### config.mk
export PLATFORM = sky130hd
export DESIGN_NAME = lsu_top
export DESIGN_NICKNAME = d
export VERILOG_FILES = /design/src/common/lsu_pkg.sv /design/src/request/lsu_request.sv /design/src/response/lsu_rdata_align.sv /design/src/verilog/lsu_top.sv /design/src/verilog/lsu_track.sv
export SDC_FILE = /design/constraint.sdc
export NUM_CORES = 1
export LEC_CHECK = 0
export BUFFER_PORTS_ARGS = -buffer_cell sky130_fd_sc_hd__buf_2
export CORE_ASPECT_RATIO = 1.1
export CORE_UTILIZATION = 40
export DETAILED_ROUTE_END_ITERATION = 16
export PLACE_DENSITY = 0.66
export SYNTH_ARGS = -nofsm -noshare
export SYNTH_HDL_FRONTEND = slang
export SYNTH_HIERARCHICAL = 1
export SYNTH_SLANG_ARGS = --single-unit
### constraint.sdc
create_clock -name clk -period 4.2 [get_ports clk]
set_clock_uncertainty 0.2 [all_clocks]
set_input_delay 0.21 -clock clk [delete_from_list [all_inputs] [get_ports clk]]
set_output_delay 0.21 -clock clk [all_outputs]
set_load 0.005 [all_outputs]
### src/common/lsu_pkg.sv
package lsu_pkg;

  //////////////////////////////////////////////////////////////////////
  // Bus and data widths
  //////////////////////////////////////////////////////////////////////

  // Data and address width of the core and of the bus
  localparam int XLEN = 32;

  // Byte lanes on the data bus
  localparam int BE_W = XLEN / 8;

  // Byte offset inside one bus word
  localparam int OFS_W = 2;

  //////////////////////////////////////////////////////////////////////
  // Transfer tracking
  //////////////////////////////////////////////////////////////////////

  // Bus transfers that may wait for their response at the same time
  localparam int MAX_OUTSTANDING = 2;

  // Outstanding counter, wide enough to hold MAX_OUTSTANDING
  localparam int CNT_W = 2;

  //////////////////////////////////////////////////////////////////////
  // Access size
  //////////////////////////////////////////////////////////////////////

  // Encoding follows the funct3 size field of the load/store opcodes
  typedef enum logic [1:0] {
    LSU_BYTE = 2'b00,
    LSU_HALF = 2'b01,
    LSU_WORD = 2'b10
  } lsu_size_e;

endpackage

### src/request/lsu_request.sv
`timescale 1ns/1ps

module lsu_request import lsu_pkg::*; (
  input  logic             clk,
  input  logic             rst_n,
  // Core request, held stable until it is accepted
  input  logic             valid_i,
  input  logic             we_i,
  input  lsu_size_e        size_i,
  input  logic             sext_i,
  input  logic [XLEN-1:0]  base_i,
  input  logic [XLEN-1:0]  offset_i,
  input  logic [XLEN-1:0]  wdata_i,
  // Bus transfer accepted in this cycle
  input  logic             granted_i,
  // Bus fields of the current phase
  output logic [XLEN-1:0]  addr_o,
  output logic [BE_W-1:0]  be_o,
  output logic [XLEN-1:0]  wdata_o,
  // Phase information
  output logic             split_o,
  output logic             second_o,
  output logic [OFS_W-1:0] offset_o
);

  logic [XLEN-1:0]   addr;
  logic [OFS_W-1:0]  ofs;
  logic [XLEN-1:0]   next_word;
  logic [BE_W-1:0]   size_mask;
  logic [2*BE_W-1:0] be_wide;
  logic [2*XLEN-1:0] wdata_wide;
  logic              second_q;

  //////////////////////////////////////////////////////////////////////
  // Address generation
  //////////////////////////////////////////////////////////////////////

  // Effective address, base plus offset
  assign addr = base_i + offset_i;
  assign ofs  = addr[OFS_W-1:0];

  // Word after the one holding the first byte
  assign next_word = {addr[XLEN-1:OFS_W] + 1'b1, {OFS_W{1'b0}}};

  // Second phase goes to the next word, first phase keeps the low bits
  assign addr_o = second_q ? next_word : addr;

  //////////////////////////////////////////////////////////////////////
  // Byte enables
  //////////////////////////////////////////////////////////////////////

  // Lanes touched by an aligned access of this size
  always_comb begin
    case (size_i)
      LSU_BYTE: size_mask = 4'b0001;
      LSU_HALF: size_mask = 4'b0011;
      default:  size_mask = 4'b1111;
    endcase
  end

  // Shift across two words, upper half spills into the next word
  assign be_wide = {{BE_W{1'b0}}, size_mask} << ofs;

  // Low half for the first phase, spill-over for the second
  assign be_o = second_q ? be_wide[2*BE_W-1:BE_W] : be_wide[BE_W-1:0];

  // Access crosses a word boundary when any lane spills over
  // Covers words at offset 1..3 and halfwords at offset 3
  assign split_o = valid_i && !second_q && (|be_wide[2*BE_W-1:BE_W]);

  //////////////////////////////////////////////////////////////////////
  // Store data
  //////////////////////////////////////////////////////////////////////

  // Rotate left by the byte offset
  // Same rotation serves both phases of a split store
  assign wdata_wide = {wdata_i, wdata_i} << {ofs, 3'b000};

  // Quiet bus data on loads
  assign wdata_o = we_i ? wdata_wide[2*XLEN-1:XLEN] : '0;

  //////////////////////////////////////////////////////////////////////
  // Split-phase state
  //////////////////////////////////////////////////////////////////////

  // Set when the first half of a split access is granted
  // Falls again on the grant of the second half
  // Dropped whenever the core has no request, so the next access
  // always starts in the first phase
  always_ff @(posedge clk or negedge rst_n) begin
    if (!rst_n) begin
      second_q <= 1'b0;
    end else if (!valid_i) begin
      second_q <= 1'b0;
    end else if (granted_i) begin
      second_q <= split_o;
    end
  end

  assign second_o = second_q;

  // Offset of the whole access, needed again for the load result
  assign offset_o = ofs;

endmodule

### src/response/lsu_rdata_align.sv
`timescale 1ns/1ps

module lsu_rdata_align import lsu_pkg::*; (
  input  logic             clk,
  input  logic             rst_n,
  // Bus response
  input  logic             rvalid_i,
  input  logic [XLEN-1:0]  rdata_i,
  // Context of the transfer being answered
  input  logic             last_i,
  input  logic             we_i,
  input  lsu_size_e        size_i,
  input  logic             sext_i,
  input  logic [OFS_W-1:0] offset_i,
  // Result towards writeback
  output logic             result_valid_o,
  output logic [XLEN-1:0]  result_rdata_o,
  output logic             result_we_o
);

  logic [XLEN-1:0]   rdata_q;
  logic              half_valid_q;
  logic [2*XLEN-1:0] rdata_full;
  logic [2*XLEN-1:0] rdata_aligned;
  logic [XLEN-1:0]   rdata_ext;

  //////////////////////////////////////////////////////////////////////
  // First half of a split load
  //////////////////////////////////////////////////////////////////////

  // Low word of a split load, kept until the second response
  always_ff @(posedge clk) begin
    if (rvalid_i && !last_i && !we_i) begin
      rdata_q <= rdata_i;
    end
  end

  // Marks that rdata_q holds the low word of the access in flight
  always_ff @(posedge clk or negedge rst_n) begin
    if (!rst_n) begin
      half_valid_q <= 1'b0;
    end else if (rvalid_i) begin
      half_valid_q <= !last_i && !we_i;
    end
  end

  //////////////////////////////////////////////////////////////////////
  // Realignment
  //////////////////////////////////////////////////////////////////////

  // Split load joins both words
  // Otherwise the word is doubled so bytes wrap into the top lanes
  assign rdata_full = half_valid_q ? {rdata_i, rdata_q} : {rdata_i, rdata_i};

  // First accessed byte moves down to lane 0
  assign rdata_aligned = rdata_full >> {offset_i, 3'b000};

  // Zero or sign extension by access size
  always_comb begin
    case (size_i)
      LSU_BYTE: begin
        rdata_ext = {{(XLEN-8){sext_i && rdata_aligned[7]}}, rdata_aligned[7:0]};
      end
      LSU_HALF: begin
        rdata_ext = {{(XLEN-16){sext_i && rdata_aligned[15]}}, rdata_aligned[15:0]};
      end
      default: begin
        rdata_ext = rdata_aligned[XLEN-1:0];
      end
    endcase
  end

  //////////////////////////////////////////////////////////////////////
  // Result
  //////////////////////////////////////////////////////////////////////

  // One result per core access, on the response of its last phase
  assign result_valid_o = rvalid_i && last_i;
  assign result_rdata_o = rdata_ext;
  assign result_we_o    = we_i;

endmodule

### src/verilog/lsu_top.sv
`timescale 1ns/1ps

module lsu_top import lsu_pkg::*; (
  input  logic            clk,
  input  logic            rst_n,
  // Core request
  input  logic            valid_i,
  input  logic            we_i,
  input  lsu_size_e       size_i,
  input  logic            sext_i,
  input  logic [XLEN-1:0] base_i,
  input  logic [XLEN-1:0] offset_i,
  input  logic [XLEN-1:0] wdata_i,
  output logic            ready_o,
  // Core result
  output logic            result_valid_o,
  output logic [XLEN-1:0] result_rdata_o,
  output logic            result_we_o,
  output logic            busy_o,
  // Data bus
  output logic            bus_req_o,
  output logic [XLEN-1:0] bus_addr_o,
  output logic            bus_we_o,
  output logic [BE_W-1:0] bus_be_o,
  output logic [XLEN-1:0] bus_wdata_o,
  input  logic            bus_gnt_i,
  input  logic            bus_rvalid_i,
  input  logic [XLEN-1:0] bus_rdata_i
);

  logic             granted;
  logic             req_split;
  logic [OFS_W-1:0] req_offset;

  // Context of the transfer being answered
  logic             ctx_last;
  logic             ctx_we;
  lsu_size_e        ctx_size;
  logic             ctx_sext;
  logic [OFS_W-1:0] ctx_offset;

  // Direction is the same for both phases
  assign bus_we_o = we_i;

  // Address, lanes and store data per phase
  lsu_request u_request (
    .clk       ( clk         ),
    .rst_n     ( rst_n       ),
    .valid_i   ( valid_i     ),
    .we_i      ( we_i        ),
    .size_i    ( size_i      ),
    .sext_i    ( sext_i      ),
    .base_i    ( base_i      ),
    .offset_i  ( offset_i    ),
    .wdata_i   ( wdata_i     ),
    .granted_i ( granted     ),
    .addr_o    ( bus_addr_o  ),
    .be_o      ( bus_be_o    ),
    .wdata_o   ( bus_wdata_o ),
    .split_o   ( req_split   ),
    .second_o  (             ),
    .offset_o  ( req_offset  )
  );

  // Handshake, outstanding limit and response context
  lsu_track u_track (
    .clk          ( clk          ),
    .rst_n        ( rst_n        ),
    .valid_i      ( valid_i      ),
    .split_i      ( req_split    ),
    .we_i         ( we_i         ),
    .size_i       ( size_i       ),
    .sext_i       ( sext_i       ),
    .offset_i     ( req_offset   ),
    .bus_gnt_i    ( bus_gnt_i    ),
    .bus_rvalid_i ( bus_rvalid_i ),
    .bus_req_o    ( bus_req_o    ),
    .granted_o    ( granted      ),
    .ready_o      ( ready_o      ),
    .busy_o       ( busy_o       ),
    .ctx_last_o   ( ctx_last     ),
    .ctx_we_o     ( ctx_we       ),
    .ctx_size_o   ( ctx_size     ),
    .ctx_sext_o   ( ctx_sext     ),
    .ctx_offset_o ( ctx_offset   )
  );

  // Load data alignment and result
  lsu_rdata_align u_rdata_align (
    .clk            ( clk            ),
    .rst_n          ( rst_n          ),
    .rvalid_i       ( bus_rvalid_i   ),
    .rdata_i        ( bus_rdata_i    ),
    .last_i         ( ctx_last       ),
    .we_i           ( ctx_we         ),
    .size_i         ( ctx_size       ),
    .sext_i         ( ctx_sext       ),
    .offset_i       ( ctx_offset     ),
    .result_valid_o ( result_valid_o ),
    .result_rdata_o ( result_rdata_o ),
    .result_we_o    ( result_we_o    )
  );

endmodule

### src/verilog/lsu_track.sv
`timescale 1ns/1ps

module lsu_track import lsu_pkg::*; (
  input  logic             clk,
  input  logic             rst_n,
  // Request side
  input  logic             valid_i,
  input  logic             split_i,
  input  logic             we_i,
  input  lsu_size_e        size_i,
  input  logic             sext_i,
  input  logic [OFS_W-1:0] offset_i,
  // Bus handshake
  input  logic             bus_gnt_i,
  input  logic             bus_rvalid_i,
  output logic             bus_req_o,
  output logic             granted_o,
  // Core side
  output logic             ready_o,
  output logic             busy_o,
  // Context of the oldest outstanding transfer
  output logic             ctx_last_o,
  output logic             ctx_we_o,
  output lsu_size_e        ctx_size_o,
  output logic             ctx_sext_o,
  output logic [OFS_W-1:0] ctx_offset_o
);

  logic [CNT_W-1:0] cnt_q;
  logic [CNT_W-1:0] cnt_d;
  logic             wr_ptr_q;
  logic             rd_ptr_q;

  // Context storage, one slot per outstanding transfer
  logic             last_mem   [MAX_OUTSTANDING];
  logic             we_mem     [MAX_OUTSTANDING];
  lsu_size_e        size_mem   [MAX_OUTSTANDING];
  logic             sext_mem   [MAX_OUTSTANDING];
  logic [OFS_W-1:0] offset_mem [MAX_OUTSTANDING];

  //////////////////////////////////////////////////////////////////////
  // Request gating and handshake
  //////////////////////////////////////////////////////////////////////

  // No new transfer once the response queue is full
  assign bus_req_o = valid_i && (cnt_q < CNT_W'(MAX_OUTSTANDING));
  assign granted_o = bus_req_o && bus_gnt_i;

  // Core request done on the grant of its last phase
  assign ready_o = granted_o && !split_i;

  // Transfers in flight, or one still waiting for its grant
  assign busy_o = (cnt_q != '0) || bus_req_o;

  //////////////////////////////////////////////////////////////////////
  // Outstanding counter
  //////////////////////////////////////////////////////////////////////

  always_comb begin
    cnt_d = cnt_q;
    case ({granted_o, bus_rvalid_i})
      2'b10:   cnt_d = cnt_q + 1'b1;
      2'b01:   cnt_d = cnt_q - 1'b1;
      default: cnt_d = cnt_q;
    endcase
  end

  always_ff @(posedge clk or negedge rst_n) begin
    if (!rst_n) begin
      cnt_q    <= '0;
      wr_ptr_q <= 1'b0;
      rd_ptr_q <= 1'b0;
    end else begin
      cnt_q <= cnt_d;
      // Two-slot ring, pointers wrap by overflow
      if (granted_o) wr_ptr_q <= wr_ptr_q + 1'b1;
      if (bus_rvalid_i) rd_ptr_q <= rd_ptr_q + 1'b1;
    end
  end

  //////////////////////////////////////////////////////////////////////
  // Context FIFO
  //////////////////////////////////////////////////////////////////////

  // Only the first phase of a split access is not the last one
  always_ff @(posedge clk) begin
    if (granted_o) begin
      last_mem[wr_ptr_q]   <= !split_i;
      we_mem[wr_ptr_q]     <= we_i;
      size_mem[wr_ptr_q]   <= size_i;
      sext_mem[wr_ptr_q]   <= sext_i;
      offset_mem[wr_ptr_q] <= offset_i;
    end
  end

  // Responses come back in order, so the read slot is the oldest
  assign ctx_last_o   = last_mem[rd_ptr_q];
  assign ctx_we_o     = we_mem[rd_ptr_q];
  assign ctx_size_o   = size_mem[rd_ptr_q];
  assign ctx_sext_o   = sext_mem[rd_ptr_q];
  assign ctx_offset_o = offset_mem[rd_ptr_q];

endmodule
# == Yosys cells after proc, flatten, opt, wreduce, memory -nomap -nowiden ==
# Memories as Yosys holds them, arrays and structs flattened.
# Index checks and enable logic that the tools add are counted.
# totals
n_memories,5
latch_bits,0
ram_bits,14
output_inout_bits,106
rom_bits,0
register_bits,38
in_bits,137
# classes
bitwise,0
muxes,11
n_div,0
mul,0
n_eq_ne,5
addsub,6
shifts,3
n_reduce_logical,21
order_cmp,1
# memory_table
name,depth,word_bits,read_ports,rd_ports_with_merged_regs,write_ports,line,rtl
u_track.offset_mem,2,2,1,0,1,lsu_track.sv:39,logic [OFS_W-1:0] offset_mem [MAX_OUTSTANDING];
u_track.size_mem,2,2,1,0,1,lsu_track.sv:37,lsu_size_e size_mem [MAX_OUTSTANDING];
u_track.last_mem,2,1,1,0,1,lsu_track.sv:35,logic last_mem [MAX_OUTSTANDING];
u_track.sext_mem,2,1,1,0,1,lsu_track.sv:38,logic sext_mem [MAX_OUTSTANDING];
u_track.we_mem,2,1,1,0,1,lsu_track.sv:36,logic we_mem [MAX_OUTSTANDING];
# op_table
op,n
$mux 32,3
$pmux 32 s2,1
$shl 64x5->64,1
$shr 64x5->32,1
$add 32x32->32,1
$add 30x1->30 const B,1
$logic_and 1x1->1,11
$pmux 4 s2,1
$shl 4x2->8,1
$eq 2x1->1 const B,3
$logic_not 1->1,4
$logic_not 2->1,2
$mux 1,4
$mux 4,1
$pmux 2 s2,1
$reduce_bool 2->1,2
$reduce_or 4->1,1
$add 1x1->1 const B,2
$add 2x1->2 const B,1
$eq 2x2->1 const B,1
$lt 2x2->1 const B,1
$ne 2x1->1 const B,1
$sub 2x1->2 const B,1
$logic_or 1x1->1,1

# == Longest topological paths before layout ==
# depth
ltp_word,7
ltp_mapped,12
ltp_nobuf,12

# == Hierarchy ==
# The synthesis kept the hierarchy.
# modules_own_cells
module,seq_area_each_um2,cells_per_inst,area_per_inst_um2,instances
lsu_request,25.0,494,3967.6,1
lsu_rdata_align,985.9,219,2633.8,1
lsu_track,520.5,41,708.2,1
lsu_top,0.0,1,7.5,1

# == Worst setup path before layout ==
# OpenSTA, ideal clock, no wires.
# synth_path
path_type,register to register
from,register u_track.rd_ptr_q
to,register u_rdata_align.rdata_q[0] (enable)
path_stages_with_launch,4
path_slack_ps,404
path_buffers,1
t_arrival_ps,3133
t_required_ps,3536
cell_sequence,dfrtp_1 -> buf_2 -> mux2_2 -> nor3_1
# synth_between
word_cells_on_any_way,6
classes_between,4 x reduce/logical; 2 x memory
# synth_lines
element,line,rtl
from (decl),lsu_track.sv:32,logic rd_ptr_q;
from (signal assigned),lsu_track.sv:77,if (bus_rvalid_i) rd_ptr_q <= rd_ptr_q + 1'b1;
$mem_v2 2x1,n/a,
named net ctx_we,lsu_top.sv:37,logic ctx_we;
$logic_not 1->1,lsu_rdata_align.sv:33,if (rvalid_i && !last_i && !we_i) begin
$logic_and 1x1->1,lsu_rdata_align.sv:33,
to (signal assigned),lsu_rdata_align.sv:34,rdata_q <= rdata_i;
to (decl),lsu_rdata_align.sv:21,logic [XLEN-1:0] rdata_q;
# The timed path passes the listed nets, and every way through them passes these cells.
# A chain may end at the register's enable or synchronous reset.

# == Worst setup path in the final report ==
# layout_path
from,input port base_i[0]
to,output port bus_addr_o[31]
# layout_between
elab_chain_cells,3
# layout_rtl
element,line,rtl
from (decl),lsu_top.sv:11,"input logic [XLEN-1:0] base_i,"
$add 32x32->32 (*),lsu_request.sv:39,assign addr = base_i + offset_i;
$add 30x1->30,lsu_request.sv:43,"assign next_word = {addr[XLEN-1:OFS_W] + 1'b1, {OFS_W{1'b0}}};"
$mux 32 (*),lsu_request.sv:46,assign addr_o = second_q ? next_word : addr;
to (decl),lsu_top.sv:22,"output logic [XLEN-1:0] bus_addr_o,"
# Mark *: on every way between the ends. The rest lies on a longest branch, timed or not.

==> metrics.cfg <==
[route]
routed.top_layer = met4
finalWirelength_um = 20290
drt_iter0_markers = 347
wl_met1_um = 8469
met3WireLength_um = 809
vias = 6982
routedWlPerCell_um = 16.28
ant_nets = 0
first_pass_iters = 4
drc = 0
dr_wl_met2_um = 10370
viasPerCell = 5.604

[logic_synthesis]
synth_top_family_by_area = multiplexers
synth_warnings = 6
synth-async-reset-ratio_pct = 11.54
synth_edf_count = 46
ys_seq_area_share_pct = 20.93
syn_area_per_cell_sq_um = 9.691
yosysUniqueCellTypes = 94
synthAdderAreaFrac_pct = 5.917
synth_compound_area_share_pct = 17.73
synthMuxAreaShare_pct = 23.72
synthFlopType = edfxtp_1
synth_area_sq_um = 7317
yosys.area_share.simple_pct = 20.06
synth_seq_cells = 52
synth_xor_area_share_pct = 6.070
syn-instance-count = 755
syn-num-nets = 926

[power]
leakagePower_nw = 3.951
powerDensity_nw_per_um2 = 361.2
ir_drop_uv = 230.9

[clock_network]
cts_buffers = 5
cts.clk_slew.worst_paths_ns = 0.07
cts_root_buffer = clkbuf_16
cts.path.max_buffers = 2
cts_num_sinks = 52
htreeDepth = 2
cts_resized = 0
cts_tree = done
clk-insertion-delay-late_ns = 0.29

[sta]
finalSetupViolations = 0
fin_crit_ns = 3.852
period_share_pct = 91.70
max_freq_mhz = 259.6
max_slew_margin_pct = 31.51
worstMarginPinSlew_ns = 1.027
hold_viol = 0
setup_slack_ns = 0.3485
slew_viol_final = 0
rsz0062_at_grt = no
setup_tns_ns = 0

[grt]
grt_antenna_before_repair = 0
grt_use_total_pct = 21.07
grt_max_degree = 40
grt_first_pass_wirelength_um = 31640
grt_overflow = 0
grt_pass1_vias = 6583

[hold_path]
hold_path.class = input port to flip-flop
hp-start = bus_gnt_i
worstHoldPathCells = 3
holdPathEnd = u_track/wr_ptr_q

[place]
dp_slack_ns = 0.3639
post-dp-hpwl_um = 15900
globalplace.congestion = 0.8945
place_area_sq_um = 8640
port_buffers = 242

[setup_path]
path_class = input port to output pin
rrSetupSlack_ns = 2.08
crit_fanout = 8
crit_arrival_ns = 3.44
startpoint_type = input port
r2r_cells = 3
r2r-end = u_rdata_align/rdata_q[18]
end_kind = output pin
cp_data_required_time_ns = 3.79
reg2reg_from = u_track/rd_ptr_q

[floorplanning]
core_area_sq_um = 17800
die_x_um = 131.0
dieArea_sq_um = 18840
start_util_pct = 41.10
fp.dieH_um = 143.9
row_count = 51
ios = 243

[final_layout]
num-fill-cells = 1637
antenna_cells = 0
synthToLayoutAreaGrowth_pct = 25.43
drive_above_1_share_pct = 36.41
final_cell_area_sq_um = 9178
fin_nets = 1178

[job]
drv_cap = 0

[status]
status = finished, final reports clean

==> registers in the layout, summed over array words and instances (netlist names), 2 cells and up <==
register and flops:
u_track/we_mem 2, u_track/last_mem 2, u_rdata_align/rdata_q 32, u_track/cnt_q 2, u_track/offset_mem 4, u_track/size_mem 4, u_track/sext_mem 2
==> placed cells by master, fill, tap and decap left out, types with 5 or more instances in the layout <==
| cell type | n |
|---|---|
| o21ai_0 | 33 |
| buf_2 | 242 |
| o211ai_1 | 5 |
| dfrtp_1 | 5 |
| buf_4 | 11 |
| nand4_1 | 8 |
| mux4_2 | 48 |
| a21o_1 | 13 |
| dlygate4sd3_1 | 37 |
| a22oi_1 | 9 |
| o21ai_1 | 12 |
| mux2_2 | 8 |
| clkbuf_16 | 5 |
| ha_1 | 32 |
| nand3_1 | 31 |
| nand2_1 | 61 |
| xnor2_1 | 31 |
| nor3_1 | 14 |
| nor2b_1 | 6 |
| edfxtp_1 | 46 |
| o211ai_2 | 9 |
| a21oi_1 | 36 |
| o21a_1 | 6 |
| and3_1 | 10 |
| and2_1 | 44 |
| nor2_1 | 33 |
| a211oi_1 | 8 |
| inv_1 | 34 |
| mux2i_1 | 55 |
| xor2_1 | 16 |
==> per-layer routing <==
| layer | track usage (%) | vias up |
|---|---|---|
| li1 | - | 3400 |
| met1 | 25.14 | 3316 |
| met2 | 38.37 | 224 |
| met3 | 2.010 | 42 |
| met4 | 8.409 | 0 |
| met5 | 0 | - |
==> worst max-delay path by stage <==
stage	start	to	slack, ns	cells after the start
after floorplan	u_track/rd_ptr_q	u_rdata_align/rdata_q[0]	0.40	3
after global placement	base_i[0]	bus_addr_o[31]	0.41	13
after detailed placement	base_i[0]	bus_addr_o[31]	0.36	13
after CTS	base_i[0]	bus_addr_o[31]	0.35	13
after global routing	base_i[0]	bus_addr_o[30]	0.12	13
final	base_i[0]	bus_addr_o[31]	0.35	13
==> repair_timing <==
action / 4_1_cts / 5_1_grt
hold endpoints to repair: 44 / 0
hold buffers: 37 / 0
buffers inserted: 0 / 0
==> synth_stat cells, types with 4 or more instances <==
cell / count / area share (%)
dfrtp_1: 6 / 2.1
buf_4: 6 / 0.62
mux4_2: 48 / 15
a211oi_1: 8 / 0.82
buf_6: 6 / 0.92
clkbuf_1: 16 / 0.82
nor4_1: 4 / 0.34
nand4_1: 8 / 0.68
or3_1: 4 / 0.34
o21ai_1: 12 / 0.82
o21a_1: 6 / 0.62
o211ai_2: 9 / 1.5
ha_1: 33 / 5.6
buf_2: 11 / 0.75
o211a_1: 4 / 0.55
a21oi_1: 36 / 2.5
and4_1: 4 / 0.48
xor2_1: 16 / 1.9
and3_1: 10 / 0.85
nand2_1: 61 / 3.1
mux2_2: 8 / 1.2
edfxtp_1: 46 / 19
mux2i_1: 55 / 7.5
xnor2_1: 31 / 3.7
a22oi_1: 9 / 0.92
o21ai_0: 33 / 2.3
nand3_1: 31 / 2.1
o211ai_1: 5 / 0.51
nor3_1: 15 / 1.0
and2_1: 44 / 3.8
nor2b_1: 6 / 0.51
a21o_1: 13 / 1.3
inv_1: 34 / 1.7
nor2_1: 33 / 1.7
==> power by group <==
part	switching [mW]	internal (mW)	leakage, nW
Sequential	0.0898	0.646	0.492
Combinational	1.09	1.02	3.38
Clock	0.186	0.280	0.0798
Total	1.37	1.95	3.95
==> critical path, cell delays in order <==
cell and delay, ns:
buf_2 0.10, ha_2 0.20, fa_2 0.35, a21o_1 0.20, a221oi_4 0.42, o221ai_2 0.24, a21boi_1 0.35, xnor2_1 0.26
nand4_4 0.20, or3_1 0.37, and4bb_1 0.29, xnor2_1 0.11, buf_2 0.13
==> per-stage QoR <==
step / hold WS (ns) / std cells / util, % / total power [mW]
floorplan: -0.2856 / 755 / - / 2.205
CTS: 0.02854 / 1246 / 51.55 / 3.328
global placement: -0.1497 / 1201 / 48.53 / 2.804
global route: 0.04345 / 1246 / 51.55 / 3.561
finish: 0.02850 / 1246 / 51.55 / 3.315
detailed placement: -0.1487 / 1201 / 48.53 / 2.821
==> logic make-up after synthesis <==
logic type | Yosys count
flops | 52
simple gates | 254
mux | 112
xor+xnor | 49
compound gates | 175
fa+ha+maj | 34
buf+inv | 79
==> cell type report <==
class | count | area (sq um) | area share, %
multi-input cells | 624 | 5388 | 58.70
repair buffers | 290 | 1664 | 18.13
flip-flops and latches | 52 | 1533 | 16.70
well taps | 238 | 297.8 | 3.245
inverters | 34 | 127.6 | 1.391
clock buffers | 5 | 125.1 | 1.363
clock inverters | 3 | 42.54 | 0.4635
No activity file was read; power rests on OpenSTA's default activity.
